[src/rtl/imu_link_pkg.sv]
package imu_link_pkg;

    typedef logic [15:0] spi_word_t;    // one spi word on mosi or miso
    typedef logic [5:0]  reg_num_t;     // imu register number
    typedef logic [4:0]  list_addr_t;   // register list / reply buffer index

    localparam int spi_word_bits    = 16;   // bits per spi word
    localparam int words_per_sample = 28;   // commands sent and replies kept per sample
    localparam int list_depth       = 32;   // entries in register list and buffer
    localparam int prepare_count    = 3;    // half-bits of prepare before transfer

    // transfer length in half-bits, one extra word flushes the last reply
    localparam int xfer_half_bits = 2 * spi_word_bits * (words_per_sample + 1);

    localparam int last_word_addr = words_per_sample - 1;  // last valid reply index

    localparam spi_word_t prepare_word = 16'h7fff;  // mosi pattern during prepare

    typedef enum logic [1:0] {
        idle,       // waiting for a sample start
        prepare,    // sda pulse, mosi parked high
        transfer,   // 29 words on scl/mosi/miso
        finish      // closing sda pulse
    } seq_state_t;

endpackage

[src/rtl/imu_host_pkg.sv]
package imu_host_pkg;

    typedef logic [7:0]  half_bit_t;    // half-bit length, xclk cycles minus one
    typedef logic [7:0]  stall_t;       // inter-word stall in half-bits
    typedef logic [31:0] period_t;      // 0 off, 1 single shot, else cycles between starts
    typedef logic [3:0]  bit_phase_t;   // ph0..ph3 strobes, bit n is phn

    localparam int half_bit_lsb = 0;    // timing word: half-bit length field
    localparam int stall_lsb    = 8;    // timing word: stall field
    localparam int reg_num_lsb  = 0;    // list word: register number field
    localparam int wr_delay     = 2;    // period write to enabled level, cycles

    typedef struct packed {
        logic                     we_list;    // write one register list entry
        logic                     we_timing;  // write half-bit length and stall
        logic                     we_period;  // write sample period
        imu_link_pkg::list_addr_t addr;       // list entry for we_list
        logic [31:0]              data;       // payload for any write
    } host_wr_t;

    typedef struct packed {
        logic enabled;  // level, period is nonzero
        logic start;    // one cycle, sample begins
    } trig_t;

    typedef struct packed {
        logic mosi;     // command bit to imu
        logic sda;      // frame select line
        logic sda_en;   // drive enable for sda
        logic scl;      // serial clock
        logic scl_en;   // drive enable for scl
    } spi_pins_t;

endpackage

[src/rtl/imu_bit_timer.sv]
`timescale 1ns/1ps

module imu_bit_timer (
    input  logic                     xclk,
    input  logic                     imu_ready_reset,
    input  imu_host_pkg::host_wr_t   host_wr,
    output imu_host_pkg::bit_phase_t phase
);

    imu_host_pkg::half_bit_t half_bit;  // programmed half-bit length
    imu_host_pkg::half_bit_t div_cnt;   // reloading down-counter
    logic                    reload;    // counter at its reload point

    assign reload = (div_cnt == '0);    // zero length reloads every cycle

    always_ff @(posedge xclk) begin
        if (imu_ready_reset) begin
            half_bit <= '0;
            div_cnt  <= '0;
            phase    <= '0;
        end else begin
            if (host_wr.we_timing) begin
                half_bit <= host_wr.data[imu_host_pkg::half_bit_lsb +: 8];
            end
            if (reload) begin
                div_cnt <= half_bit;            // next half-bit starts
            end else begin
                div_cnt <= div_cnt - 1'b1;
            end
            phase <= {phase[2:0], reload};      // ph0 then ph1..ph3 on following cycles
        end
    end

endmodule

[src/rtl/imu_sample_buffer.sv]
`timescale 1ns/1ps

module imu_sample_buffer (
    input  logic                     xclk,
    input  logic                     imu_ready_reset,
    input  imu_host_pkg::bit_phase_t phase,
    input  imu_host_pkg::trig_t      trig,
    input  logic                     miso,
    input  logic                     capture,
    input  logic                     store,
    input  logic                     last_store,
    input  logic                     rd_stb,
    output logic                     rdy,
    output imu_link_pkg::spi_word_t  rdata
);

    logic                     miso_s;     // miso sampled once per half-bit
    imu_link_pkg::spi_word_t  cap_word;   // reply being shifted in, msb first
    imu_link_pkg::spi_word_t  buf_mem [imu_link_pkg::list_depth];  // replies of one sample
    imu_link_pkg::list_addr_t wr_idx;     // next buffer slot to write
    imu_link_pkg::list_addr_t rd_addr;    // host read pointer
    logic                     rd_last;    // host takes the final reply

    assign rd_last = rd_stb && (rd_addr == 5'(imu_link_pkg::last_word_addr));

    always_ff @(posedge xclk) begin
        if (phase[1]) miso_s <= miso;   // ph1 sits inside the scl high half
        if (capture)  cap_word <= {cap_word[imu_link_pkg::spi_word_bits-2:0], miso_s};
        if (store)    buf_mem[wr_idx] <= cap_word;
    end

    always_ff @(posedge xclk) begin
        if (imu_ready_reset || !trig.enabled) begin
            wr_idx  <= '0;
            rd_addr <= '0;
            rdy     <= 1'b0;
        end else begin
            if (trig.start)  wr_idx <= '0;                  // new sample fills from slot 0
            else if (store)  wr_idx <= wr_idx + 1'b1;

            if (trig.start)  rd_addr <= '0;
            else if (rd_stb) rd_addr <= rd_addr + 1'b1;

            if (trig.start || rd_last) rdy <= 1'b0;         // start wins over a late store
            else if (last_store)       rdy <= 1'b1;
        end
    end

    assign rdata = buf_mem[rd_addr];    // follows the read pointer

endmodule

[src/rtl/imu_sample_trigger.sv]
`timescale 1ns/1ps

module imu_sample_trigger (
    input  logic                     xclk,
    input  logic                     imu_ready_reset,
    input  imu_host_pkg::host_wr_t   host_wr,
    input  imu_host_pkg::bit_phase_t phase,
    output imu_host_pkg::trig_t      trig
);

    imu_host_pkg::period_t            period;       // last written period
    imu_host_pkg::period_t            period_cnt;   // cycles left to the next start
    logic [imu_host_pkg::wr_delay-1:0] wr_dly;      // period write delay line
    logic                             enabled;      // period nonzero, delayed
    logic                             pending;      // first start not yet issued
    logic                             start;        // registered start pulse
    logic                             fire_first;   // first start of a new period
    logic                             fire_periodic; // repeat start from the counter

    // first start waits for a ph2 slot so the sample lines up with the bit grid
    assign fire_first    = enabled && pending && phase[2];
    // repeats run on raw cycles, only while period is above 1
    assign fire_periodic = enabled && !pending && (period > 32'd1) && (period_cnt == 32'd1);

    always_ff @(posedge xclk) begin
        if (imu_ready_reset) begin
            period     <= '0;
            period_cnt <= '0;
            wr_dly     <= '0;
            enabled    <= 1'b0;
            pending    <= 1'b0;
            start      <= 1'b0;
        end else begin
            if (host_wr.we_period) period <= host_wr.data;
            wr_dly <= {wr_dly[imu_host_pkg::wr_delay-2:0], host_wr.we_period};

            if (wr_dly[imu_host_pkg::wr_delay-1]) begin
                enabled <= (period != '0);      // enabled follows the new period
                pending <= (period != '0);      // rearm first start on every write
            end else if (fire_first) begin
                pending <= 1'b0;
            end

            start <= fire_first || fire_periodic;

            if (fire_first || fire_periodic) begin
                period_cnt <= period;           // start of a new period
            end else if (period_cnt != '0) begin
                period_cnt <= period_cnt - 1'b1;    // parks at 0 in single mode
            end
        end
    end

    assign trig.enabled = enabled;
    assign trig.start   = start;

endmodule

[src/rtl/imu_spi.sv]
`timescale 1ns/1ps

module imu_spi (
    input  logic                    xclk,
    input  logic                    imu_ready_reset,
    input  imu_host_pkg::host_wr_t  host_wr,
    input  logic                    miso,
    input  logic                    rd_stb,
    output imu_host_pkg::spi_pins_t spi_pins,
    output logic                    ts,
    output logic                    rdy,
    output imu_link_pkg::spi_word_t rdata
);

    imu_host_pkg::bit_phase_t phase;      // staggered half-bit strobes
    imu_host_pkg::trig_t      trig;       // enabled level and start pulse
    logic                     capture;    // sample miso into the capture register
    logic                     store;      // write captured reply
    logic                     last_store; // final reply of the sample

    imu_bit_timer i_bit_timer (
        .xclk            (xclk),
        .imu_ready_reset (imu_ready_reset),
        .host_wr         (host_wr),
        .phase           (phase)
    );

    imu_sample_trigger i_sample_trigger (
        .xclk            (xclk),
        .imu_ready_reset (imu_ready_reset),
        .host_wr         (host_wr),
        .phase           (phase),
        .trig            (trig)
    );

    imu_spi_sequencer i_spi_sequencer (
        .xclk            (xclk),
        .imu_ready_reset (imu_ready_reset),
        .host_wr         (host_wr),
        .phase           (phase),
        .trig            (trig),
        .spi_pins        (spi_pins),
        .capture         (capture),
        .store           (store),
        .last_store      (last_store)
    );

    imu_sample_buffer i_sample_buffer (
        .xclk            (xclk),
        .imu_ready_reset (imu_ready_reset),
        .phase           (phase),
        .trig            (trig),
        .miso            (miso),
        .capture         (capture),
        .store           (store),
        .last_store      (last_store),
        .rd_stb          (rd_stb),
        .rdy             (rdy),
        .rdata           (rdata)
    );

    always_ff @(posedge xclk) begin
        if (imu_ready_reset) ts <= 1'b0;
        else                 ts <= trig.start;  // one cycle after start, rdy already low
    end

endmodule

[src/rtl/imu_spi_sequencer.sv]
`timescale 1ns/1ps

module imu_spi_sequencer (
    input  logic                     xclk,
    input  logic                     imu_ready_reset,
    input  imu_host_pkg::host_wr_t   host_wr,
    input  imu_host_pkg::bit_phase_t phase,
    input  imu_host_pkg::trig_t      trig,
    output imu_host_pkg::spi_pins_t  spi_pins,
    output logic                     capture,
    output logic                     store,
    output logic                     last_store
);

    imu_link_pkg::reg_num_t   list_mem [imu_link_pkg::list_depth];  // registers to read
    imu_host_pkg::stall_t     stall_len;    // programmed stall between words
    imu_link_pkg::seq_state_t state, n_state;
    logic [9:0]               cnt, n_cnt;   // half-bits left in the current state
    logic                     stall, n_stall;   // holding scl high between words
    imu_host_pkg::stall_t     stall_cnt, n_stall_cnt;
    logic                     advance;      // cnt steps to the next transfer half-bit
    imu_link_pkg::list_addr_t ptr;          // next list entry to send
    imu_link_pkg::spi_word_t  cmd;          // command shifter, msb drives mosi
    logic                     scl_q, scl_d; // scl line and its one half-bit delay
    logic                     sda_q, sda_d; // sda line and its one half-bit delay
    logic                     tick;         // half-bit step strobe
    logic                     bit_sample;   // scl high half, miso is valid
    logic                     word_end;     // last bit of a word carrying a reply
    logic                     store_p, last_p;  // store pipeline, waits for the shift

    assign tick       = phase[3];
    assign bit_sample = phase[1] && (state == imu_link_pkg::transfer) && !cnt[0] && !stall;
    // the first word answers nothing, replies start with the second
    assign word_end   = bit_sample && (cnt[4:0] == 5'd0) &&
                        (cnt[9:5] != 5'(imu_link_pkg::words_per_sample));

    always_ff @(posedge xclk) begin
        if (host_wr.we_list) begin
            list_mem[host_wr.addr] <= host_wr.data[imu_host_pkg::reg_num_lsb +: 6];
        end
    end

    always_comb begin
        n_state     = state;
        n_cnt       = cnt;
        n_stall     = stall;
        n_stall_cnt = stall_cnt;
        advance     = 1'b0;
        if (trig.start) begin                   // a start restarts from any state
            n_state     = imu_link_pkg::prepare;
            n_cnt       = 10'(imu_link_pkg::prepare_count - 1);
            n_stall     = 1'b0;
            n_stall_cnt = '0;
        end else if (tick) begin
            case (state)
                imu_link_pkg::prepare: begin
                    if (cnt == 10'd0) begin
                        n_state = imu_link_pkg::transfer;   // first word, no stall
                        n_cnt   = 10'(imu_link_pkg::xfer_half_bits - 1);
                        advance = 1'b1;
                    end else begin
                        n_cnt = cnt - 1'b1;
                    end
                end
                imu_link_pkg::transfer: begin
                    if (stall) begin
                        if (stall_cnt == '0) begin
                            n_stall = 1'b0;             // stall done, next word begins
                            n_cnt   = cnt - 1'b1;
                            advance = 1'b1;
                        end else begin
                            n_stall_cnt = stall_cnt - 1'b1;
                        end
                    end else if (cnt == 10'd0) begin
                        n_state = imu_link_pkg::finish;
                        n_cnt   = 10'd1;                // closing sda pulse then one idle half
                    end else if ((cnt[4:0] == 5'd0) && (stall_len != '0)) begin
                        n_stall     = 1'b1;             // word boundary, hold scl high
                        n_stall_cnt = stall_len - 1'b1;
                    end else begin
                        n_cnt   = cnt - 1'b1;
                        advance = 1'b1;
                    end
                end
                imu_link_pkg::finish: begin
                    if (cnt == 10'd0) n_state = imu_link_pkg::idle;
                    else              n_cnt   = cnt - 1'b1;
                end
                default: ;
            endcase
        end
    end

    always_ff @(posedge xclk) begin
        if (imu_ready_reset) begin
            stall_len <= '0;
        end else if (host_wr.we_timing) begin
            stall_len <= host_wr.data[imu_host_pkg::stall_lsb +: 8];
        end
    end

    always_ff @(posedge xclk) begin
        if (imu_ready_reset || !trig.enabled) begin    // disable drops the lines at once
            state      <= imu_link_pkg::idle;
            cnt        <= '0;
            stall      <= 1'b0;
            stall_cnt  <= '0;
            ptr        <= '0;
            cmd        <= '0;
            scl_q      <= 1'b1;
            scl_d      <= 1'b1;
            sda_q      <= 1'b1;
            sda_d      <= 1'b1;
            capture    <= 1'b0;
            store_p    <= 1'b0;
            last_p     <= 1'b0;
            store      <= 1'b0;
            last_store <= 1'b0;
        end else begin
            state     <= n_state;
            cnt       <= n_cnt;
            stall     <= n_stall;
            stall_cnt <= n_stall_cnt;
            // scl low in the first half of every transfer bit
            scl_q <= !((n_state == imu_link_pkg::transfer) && n_cnt[0]);
            // sda low for one half-bit in prepare and in finish
            sda_q <= !(((n_state == imu_link_pkg::prepare) ||
                        (n_state == imu_link_pkg::finish)) && (n_cnt == 10'd1));
            if (tick) begin
                scl_d <= scl_q;
                sda_d <= sda_q;
            end

            if (trig.start) begin
                cmd <= imu_link_pkg::prepare_word;  // mosi high after the first shift
                ptr <= '0;
            end else if (advance && (n_cnt[4:0] == 5'h1f)) begin
                if (n_cnt[9:5] != 5'd0) begin
                    cmd <= {1'b0, list_mem[ptr], 9'b0};  // read command for this entry
                    ptr <= ptr + 1'b1;
                end else begin
                    cmd <= '0;                      // flush word, collects last reply
                end
            end else if ((advance && n_cnt[0]) ||
                         (tick && (state == imu_link_pkg::prepare))) begin
                cmd <= {cmd[14:0], 1'b0};           // next bit on scl falling edge
            end

            capture    <= bit_sample;
            store_p    <= word_end;
            last_p     <= word_end && (cnt[9:5] == 5'd0);
            store      <= store_p;                  // one cycle after the last shift
            last_store <= last_p;
        end
    end

    assign spi_pins.mosi   = cmd[15];
    assign spi_pins.sda    = sda_q;
    assign spi_pins.sda_en = !sda_q || !sda_d;     // low, or one half-bit after rising
    assign spi_pins.scl    = scl_q;
    assign spi_pins.scl_en = !scl_q || !scl_d;

endmodule

[config.mk]
export PLATFORM = sky130hd
export DESIGN_NAME = imu_spi
export DESIGN_NICKNAME = d
export VERILOG_FILES = /design/src/rtl/imu_link_pkg.sv /design/src/rtl/imu_host_pkg.sv /design/src/rtl/imu_bit_timer.sv /design/src/rtl/imu_sample_buffer.sv /design/src/rtl/imu_sample_trigger.sv /design/src/rtl/imu_spi.sv /design/src/rtl/imu_spi_sequencer.sv
export SDC_FILE = /design/constraint.sdc
export NUM_CORES = 1
export LEC_CHECK = 0
export ABC_CLOCK_PERIOD_IN_PS = 3500
export BUFFER_PORTS_ARGS = -buffer_cell sky130_fd_sc_hd__buf_2
export CAP_MARGIN = 40
export CORE_ASPECT_RATIO = 1.1
export CORE_MARGIN = 5
export CORE_UTILIZATION = 40
export CTS_CLUSTER_DIAMETER = 40
export CTS_CLUSTER_SIZE = 20
export DETAILED_ROUTE_END_ITERATION = 8
export PLACE_DENSITY = 0.59
export SETUP_SLACK_MARGIN = 0.4
export SYNTH_ARGS = -nofsm -noshare
export SYNTH_HDL_FRONTEND = slang
export SYNTH_SLANG_ARGS = --single-unit
[constraint.sdc]
create_clock -name xclk -period 3.5 [get_ports xclk]
set_clock_uncertainty 0.15 [all_clocks]
set_input_delay 0.35 -clock xclk [delete_from_list [all_inputs] [get_ports xclk]]
set_output_delay 0.35 -clock xclk [all_outputs]
set_load 0.005 [all_outputs]
==> flow_summary.yaml, run 1 <==
clock_tree:
  cts_buffers: 113
  cts_tree: "yes"
  clock-sinks: 891
  root_buffer: "clkbuf_16"
  h-tree-depth: 3
  path_clk_slew_ns: 0.06
  clock_latency_ns: 0.69
  cts_buffer_depth: 3
place:
  gp_congestion: 0.836
  placed_cells: 3248
  dp_hpwl_um: 48800
  port_buffers: 66
synth:
  syn_avg_cell_area_um2: 17.4
  syn_nets: 2094
  seq_area_frac_synth: 0.708
  ys_types: 69
  netlist_instances: 2033
  ys.flop_type: "edfxtp_1"
  synthArstFlopShare: 0
  synth_seq_cells: 891
  ys_warn_count: 0
  syn_area_mm2: 0.0354
  synth_edf_count: 721
sta:
  fmax_mhz: 288
  slew_violations: 0
  finalHoldViolCount: 0
  grt_setup_unrepaired: "true"
  fin_setup_tns_ns: 0
  period_share: 0.992
  finalSetupViolations: 0
  tightest_slew_ns: 0.946
  fin_crit_ns: 3.47
  hold_slack_ns: 0.0819
  max_slew_margin: 0.369
global_routing:
  gr-usage-all-layers: 0.173
  grt_pass1_wl_um: 126000
  grt_max_degree: 86
  first_global_vias: 20300
  grt-ovfl-total: 0
  antenna_found_initial: 0
floorplanning:
  die_w_um: 294
  ios: 67
  coreArea_mm2: 0.0879
  initial_core_util: 0.403
  die_h_um: 322
  dieArea_mm2: 0.0945
  row_count: 114
critical_path:
  path_class: "register to output port"
  start_kind: "register"
  cp.arrival_ns: 2.97
  critPathCaptureType: "output port"
  cp.required_ns: 3.00
  cp_max_fo: 6
cells_and_area:
  drive_above_1_share: 0.338
  fin_cells: 3553
  final_util: 0.497
  num_antenna_cells: 0
  final_nets: 2354
  layout_common_cells: "edfxtp_1, mux4_2, nor2_1"
  layout_commonest_cell: "edfxtp_1"
  syn_to_final_growth_pct: 23.5
routing:
  postRouteAntennaNets: 0
  wl_met1_um: 33200
  wirelength_um: 83200
  route.met3.wl_um: 4180
  route.met2.wl_um: 44000
  top_layer: "met4"
  drc: 0
  drt-initial-drc-count: 1739
  drt-pass1-iter-count: 8
  wl_per_cell_um: 23.4
  vias: 19500
  vias_per_cell: 5.50
power:
  power_mw: 25.8
  ir_worst_vdd_uv: 549
  power_density_mw_per_mm2: 590
  p_leak_nw: 14.2
job:
  max_cap_viol_count: 0
outcome:
  status: "completed"
hold_path:
  hold_path.class: "primary input to register"
[kinds of logic (layout without fill, tap and decap cells)]
logic type	Yosys count	count (layout)	share of synthesized area
flops	891	891	0.708
mux	305	305	0.165
xor+xnor	40	40	0.00990
simple gates	459	459	0.0607
compound gates	180	181	0.0349
fa+ha+maj	17	17	0.00601
buf+inv	141	500	0.0155
[layout make-up]
cell class                 count  area (um2)
fill                        7262       44200
sequential                   891       25100
multi-input combinational   1002       10500
clock buffer                 122        2960
timing repair buffer         250        2580
tap                         1160        1450
clock inverter                93        1000
inverter                      35         138
[report_power, final]
group	switching, mW	internal, mW	total (mW)
registers	0.247	11.6	11.8
clock network	4.82	7.02	11.8
logic	1.16	0.920	2.08
[critical path, cell delays in order, from the launching register on]
cell	delay, ns
dfxtp_4	0.37
buf_12	0.18
buf_12	0.12
buf_16	0.13
mux4_2	0.50
mux4_2	0.58
mux2_4	0.31
buf_6	0.12
[what timing repair did]
action	4_1_cts	5_1_grt
gates resized for setup	48	126
hold buffers	30	0
pin swaps	9	45
gates cloned	11	5
endpoints found under the setup margin	40	65
buffers inserted	23	15
endpoints found under the hold margin	51	0
[state kept, by name, indices dropped and copies added, names as in the netlist, 2 cells and up, named ones only]
signal                       flops
i_bit_timer.div_cnt              8
i_bit_timer.half_bit             8
i_bit_timer.phase                4
i_sample_buffer.buf_mem        512
i_sample_buffer.cap_word        16
i_sample_buffer.rd_addr          5
i_sample_buffer.wr_idx           5
i_sample_trigger.period         32
i_sample_trigger.period_cnt     32
i_sample_trigger.wr_dly          2
i_spi_sequencer.cmd             16
i_spi_sequencer.cnt             10
i_spi_sequencer.list_mem       192
i_spi_sequencer.ptr              5
i_spi_sequencer.stall_cnt        8
i_spi_sequencer.stall_len        8
i_spi_sequencer.state            2
[per-stage QoR]
stage / area [um2] / setup WS (ns)
after floorplan: 35400 / 0.414
after global placement: 37600 / 0.208
after detailed placement: 37800 / 0.117
after CTS: 42800 / 0.0103
after global routing: 43700 / -0.0261
final: 43700 / 0.0289
[Yosys cell counts, types with 3 or more instances]
library cell	instances	area [um2]
a211oi_1	26	195
a21o_1	3	22.5
a21oi_1	46	230
a221oi_1	14	123
a31oi_1	11	68.8
a32oi_1	6	52.6
a41oi_1	3	26.3
and2_1	5	31.3
and3_1	3	18.8
and4_1	3	26.3
buf_1	25	93.8
buf_2	5	25.0
buf_4	3	22.5
clkbuf_1	73	274
dfxtp_1	170	3400
edfxtp_1	721	21700
ha_1	17	213
inv_1	34	128
mux2_2	23	259
mux2i_1	62	621
mux4_2	220	4950
nand2_1	61	229
nand3_1	27	135
nand3b_1	12	90.1
nand4_1	13	81.3
nor2_1	223	837
nor2b_1	11	68.8
nor3_1	47	235
nor4_1	19	119
o2111ai_1	3	26.3
o211ai_1	5	37.5
o21a_1	3	22.5
o21ai_0	33	165
o41ai_1	3	26.3
or2_2	6	37.5
or3_1	5	31.3
or3b_2	5	43.8
or4_1	7	52.6
xnor2_1	20	175
xor2_1	20	175
[path summary, 6_finish.rpt]
kind,to,startpoint,slack (ns),cells past startpoint
max reg2reg,i_spi_sequencer.ptr[0],i_spi_sequencer.stall_cnt[2],0.30,10
min reg2reg,i_spi_sequencer.store,i_spi_sequencer.store_p,0.25,1
min,i_bit_timer.half_bit[1],host_wr[38],0.08,3
max,rdata[4],register,0.03,7
[layer usage]
metal,vias up,global-route usage
li1,8676,-
met1,10200,0.222
met2,561,0.309
met3,141,0.0292
met4,0,0.0438
met5,-,0
(Power assumes the default switching activity.)
==> run 2, diff against run 1 <==
- RECOVER_POWER: unset -> 50
==> flow_summary.yaml, run 2 (synthesized netlist as in run 1, its figures left out) <==
clock_tree:
  root_buffer: "clkbuf_16"
  clock_latency_ns: 0.68
  path_clk_slew_ns: 0.06
  h-tree-depth: 3
  clock-sinks: 891
  cts_buffer_depth: 3
  cts_tree: "yes"
  cts_buffers: 113
place:
  post_dp_cell_area_mm2: 0.0378
  dp_hpwl_um: 48800
  port_buffers: 66
  placed_cells: 3248
  gp_congestion: 0.836
critical_path:
  crit_slowest_cell: "mux4_2"
  r2r_start: "i_spi_sequencer.stall_cnt[2]"
  cp_max_fo: 6
  cp.required_ns: 3.00
  path_class: "register to output port"
  critPathMaxStageDelay_ns: 0.58
  critPathCaptureType: "output port"
  critical_path.top_delay_family: "multiplexers"
  cp.arrival_ns: 2.98
  path_buf_inv: 4
  crit_chain: "buf_12, buf_12, buf_16, mux4_2, mux4_2, mux2_4, buf_6"
  start_kind: "register"
hold_path:
  hold_path.class: "primary input to register"
  min_from: "host_wr[38]"
cells_and_area:
  finalInstanceArea_mm2: 0.0434
  layout_common_cells: "edfxtp_1, mux4_2, nor2_1"
  multi_input_area_mm2: 0.0105
  drive_above_1_share: 0.327
  largest_register_ffs: 512
  layout_commonest_cell: "edfxtp_1"
  reg_top3: "i_sample_buffer.buf_mem x512, i_spi_sequencer.list_mem x192"
  num_antenna_cells: 0
  seq_area_mm2: 0.0251
  syn_to_final_growth_pct: 22.7
  fin_cells: 3553
  regMostFlops: "i_sample_buffer.buf_mem"
  final_util: 0.494
  final_nets: 2354
  nFillCells: 7296
sta:
  finalHoldViolCount: 0
  fmax_mhz: 288
  fin_crit_ns: 3.48
  period_share: 0.993
  finalSetupViolations: 0
  fin_setup_tns_ns: 0
  grt_setup_unrepaired: "true"
  tightest_slew_ns: 1.66
  max_slew_margin: -0.108
  slew_violations: 210
global_routing:
  antenna_found_initial: 0
  grt_pass1_wl_um: 126000
  first_global_vias: 20300
  grt-ovfl-total: 0
  grt_max_degree: 86
  gr-usage-all-layers: 0.173
power:
  ir_worst_vdd_uv: 550
  p_leak_nw: 14.0
  power_mw: 25.8
  power_density_mw_per_mm2: 593
routing:
  wl_per_cell_um: 23.4
  drc: 0
  postRouteAntennaNets: 0
  wirelength_um: 83200
  vias_per_cell: 5.48
  drt-initial-drc-count: 1735
  drt-pass1-iter-count: 5
  vias: 19500
floorplanning:
  row_count: 114
  ios: 67
  coreArea_mm2: 0.0879
  initial_core_util: 0.403
  die_h_um: 322
  die_w_um: 294
  dieArea_mm2: 0.0945
job:
  max_cap_viol_count: 6
outcome:
  status: "finished, violations left"
  violations: "capacitance limit, slew limit"
==> run 2: cell type report <==
type,count,area share
sequential,891,0.578
multi-input combinational,1002,0.242
clock buffer,122,0.0681
timing repair buffer,250,0.0526
tap,1160,0.0334
clock inverter,93,0.0231
inverter,35,0.00317
==> run 2: final timing paths <==
kind	to	slack (ns)	cells after the start
setup / recovery	rdata[4]	0.02	7
hold / removal	i_bit_timer.half_bit[1]	0.08	3
setup reg to reg	i_spi_sequencer.ptr[0]	0.30	10
hold reg to reg	i_spi_sequencer.store	0.26	1
==> run 2: power by group <==
group	switching, mW	leakage [nW]	total, mW	internal (mW)
combinational	1.17	4.19	2.08	0.918
sequential	0.248	7.88	11.9	11.6
clock	4.81	1.91	11.8	7.02
total	6.22	14.0	25.8	19.5
==> run 2: worst register-to-register path, delay by kind of cell (launching register included) <==
kind                   cells  cell delay, ns
AOI/OAI and AO/OA          5            1.02
DFF                        1            0.35
and+or+nand+nor            3            1.27
buffers and inverters      2            0.36
==> run 2: through the flow <==
stage | hold slack, ns | worst slack [ns]
2_1_floorplan | 0.250 | 0.414
3_5_place_dp | 0.277 | 0.117
3_3_place_gp | 0.260 | 0.208
6_report | 0.0845 | 0.0242
5_1_grt | 0.111 | -0.0261
4_1_cts | 0.0636 | 0.0103
==> run 2: layer usage <==
layer / wire length, um / track usage / vias to the layer above
li1: - / - / 8680
met1: 33400 / 0.222 / 10100
met2: 44000 / 0.309 / 552
met3: 4020 / 0.0292 / 141
met4: 1790 / 0.0438 / 0
met5: 0 / 0 / -
==> run 2: repair_timing <==
item,CTS,global route
gates cloned,11,5
buffers inserted,23,15
pin swaps,9,45
endpoints found under the hold margin,51,0
setup endpoints to repair,40,65
gates resized for setup,48,126
hold buffers,30,0
==> run 3, diff against run 2 <==
- ABC_AREA: unset -> 1
- CTS_BUF_LIST: unset -> sky130_fd_sc_hd__clkbuf_2 sky130_fd_sc_hd__clkbuf_4 sky130_fd_sc_hd__clkbuf_8
==> flow_summary.yaml, run 3 <==
power:
  ir_worst_vdd_uv: 387
  power_density_mw_per_mm2: 526
  power_mw: 22.9
  p_leak_nw: 15.3
critical_path:
  cp.required_ns: 3.00
  cp_max_fo: 7
  start_kind: "register"
  r2r_setup_slack_ns: 0.59
  r2r_end: "i_spi_sequencer.cmd[14]"
  critPathCaptureType: "output port"
  critical_path.top_delay_family: "buffers and inverters"
  r2r_cells: 13
  crit_chain: "buf_12, inv_16, buf_8, buf_16, buf_12, buf_12, o21ai_2, o221ai_1, nand3_2, a31oi_4, buf_2"
  path_class: "register to output port"
  cp.arrival_ns: 2.68
  crit_slowest_cell: "dfxtp_4"
  crit_top_cell: "buf_12"
  path_buf_inv: 7
  critPathMaxStageDelay_ns: 0.36
  r2r_start: "i_spi_sequencer.cnt[0]"
clock_tree:
  root_buffer: "clkbuf_8"
  cts_tree: "yes"
  clock_latency_ns: 0.75
  cts_buffer_depth: 3
  path_clk_slew_ns: 0.09
  clock-sinks: 891
  h-tree-depth: 3
  cts_buffers: 112
hold_path:
  hold_end: "i_spi_sequencer.list_mem[19][5]"
  whs_path_depth: 3
  hold_path.class: "primary input to register"
  min_from: "host_wr[36]"
sta:
  tightest_slew_ns: 1.84
  fmax_mhz: 314
  slew_violations: 480
  finalHoldViolCount: 0
  fin_setup_tns_ns: 0
  max_slew_margin: -0.223
  fin_crit_ns: 3.18
  finalSetupViolations: 0
  period_share: 0.910
  grt_setup_unrepaired: "true"
synth:
  netlist_instances: 3188
  ys_types: 48
  synth_commonest_cells: "edfxtp_1, nor2_1, o21ai_0"
  synth_most_common_cell: "edfxtp_1"
  syn_nets: 3249
  synth_top_area_frac: 0.598
  synthArstFlopShare: 0
  synth_edf_count: 721
  syn_area_mm2: 0.0362
  synth_seq_cells: 891
  ys_warn_count: 0
  synth_top_cell_by_area: "edfxtp_1"
  seq_area_frac_synth: 0.692
  synth_area_leaders: "edfxtp_1, dfxtp_1, nor2_1, o21ai_0, nand2_1"
  ys.flop_type: "edfxtp_1"
  syn_avg_cell_area_um2: 11.3
routing:
  wl_per_cell_um: 21.9
  vias: 25800
  wirelength_um: 102000
  drt-pass1-iter-count: 5
  postRouteAntennaNets: 0
  drt-initial-drc-count: 2242
  vias_per_cell: 5.51
  drc: 0
cells_and_area:
  largest_register_ffs: 512
  final_nets: 3472
  seq_area_mm2: 0.0251
  regMostFlops: "i_sample_buffer.buf_mem"
  reg_top3: "i_sample_buffer.buf_mem x512, i_spi_sequencer.list_mem x192"
  layout_common_cells: "edfxtp_1, nor2_1, o21ai_0"
  nFillCells: 7854
  drive_above_1_share: 0.163
  layout_commonest_cell: "edfxtp_1"
  finalInstanceArea_mm2: 0.0435
  multi_input_area_mm2: 0.0104
  syn_to_final_growth_pct: 20.4
floorplanning:
  initial_core_util: 0.404
  row_count: 115
  coreArea_mm2: 0.0896
  die_h_um: 325
  ios: 67
  dieArea_mm2: 0.0966
  die_w_um: 297
global_routing:
  grt-ovfl-total: 0
  first_global_vias: 25100
  antenna_found_initial: 1
  grt_max_degree: 65
  grt_pass1_wl_um: 154000
  gr-usage-all-layers: 0.204
job:
  max_cap_viol_count: 14
place:
  post_dp_cell_area_mm2: 0.0382
  gp_congestion: 0.833
  dp_hpwl_um: 56300
  port_buffers: 66
outcome:
  violations: "capacitance limit, slew limit"
  status: "finished, violations left"
## run 3: kinds of logic after synthesis
kind of cell,share of synthesized area
adder cells (fa/ha/maj),0.00588
multiplexers,0.000277
flip-flops,0.692
buffers and inverters,0.0344
XOR/XNOR,0.00871
AO/OA/AOI/OAI,0.129
AND/OR/NAND/NOR,0.129
## run 3: routing by layer
layer	GRT usage	routed length (um)	share of wire	vias up
li1	-	-	-	12000
met1	0.264	41500	0.41	12600
met2	0.345	49100	0.48	910
met3	0.0329	6840	0.067	266
met4	0.0831	4970	0.049	0
met5	0	0	0	-
## run 3: area by class of cell
cell class                      instances  area share
Clock inverter                         86      0.0263
Multi-Input combinational cell       1984       0.239
Inverter                              122      0.0114
Tap cell                             1170      0.0336
Timing Repair inverter                  6     0.00170
Antenna cell                            2    0.000115
Clock buffer                          122      0.0373
Sequential cell                       891       0.576
Timing Repair Buffer                  294      0.0746
## run 3: what timing repair did
item,4_1_cts,5_1_grt
gates resized for setup,173,55
cloned,26,4
setup buffers,40,7
pin swaps,55,55
hold buffers,56,0
endpoints found under the hold margin,185,0
endpoints found under the setup margin,16,37
## run 3: worst max path at each step
stage | startpoint | endpoint | slack (ns) | cells after the start
finish | register | rdata[10] | 0.32 | 11
global route | register | rdata[12] | 0.24 | 12
CTS | register | rdata[7] | 0.31 | 12
detailed placement | register | rdata[1] | 0.51 | 6
global placement | register | rdata[1] | 0.46 | 8
floorplan | i_spi_sequencer.store | i_sample_buffer.buf_mem[23][0] | 0.56 | 4
## run 3: power by group
part           total (mW)  switching [mW]  internal [mW]
clock network        9.09            4.38           4.71
registers            11.8           0.219           11.6
logic                2.04            1.24          0.801
total                22.9            5.83           17.1
## run 3: through the flow
step                      setup slack, ns  hold WS, ns  std cells   util
after global routing                0.237       0.0620       4677  0.486
after floorplan                     0.556        0.238       3188      -
after CTS                           0.306      0.00570       4664  0.483
after detailed placement            0.505        0.244       4334  0.426
after global placement              0.460        0.246       4329  0.425
final                               0.316       0.0694       4677  0.486
## run 3: worst min-delay path, cell delays in order
cell and delay [ns]:
buf_2 0.13, nand3_1 0.16, nor2_1 0.15
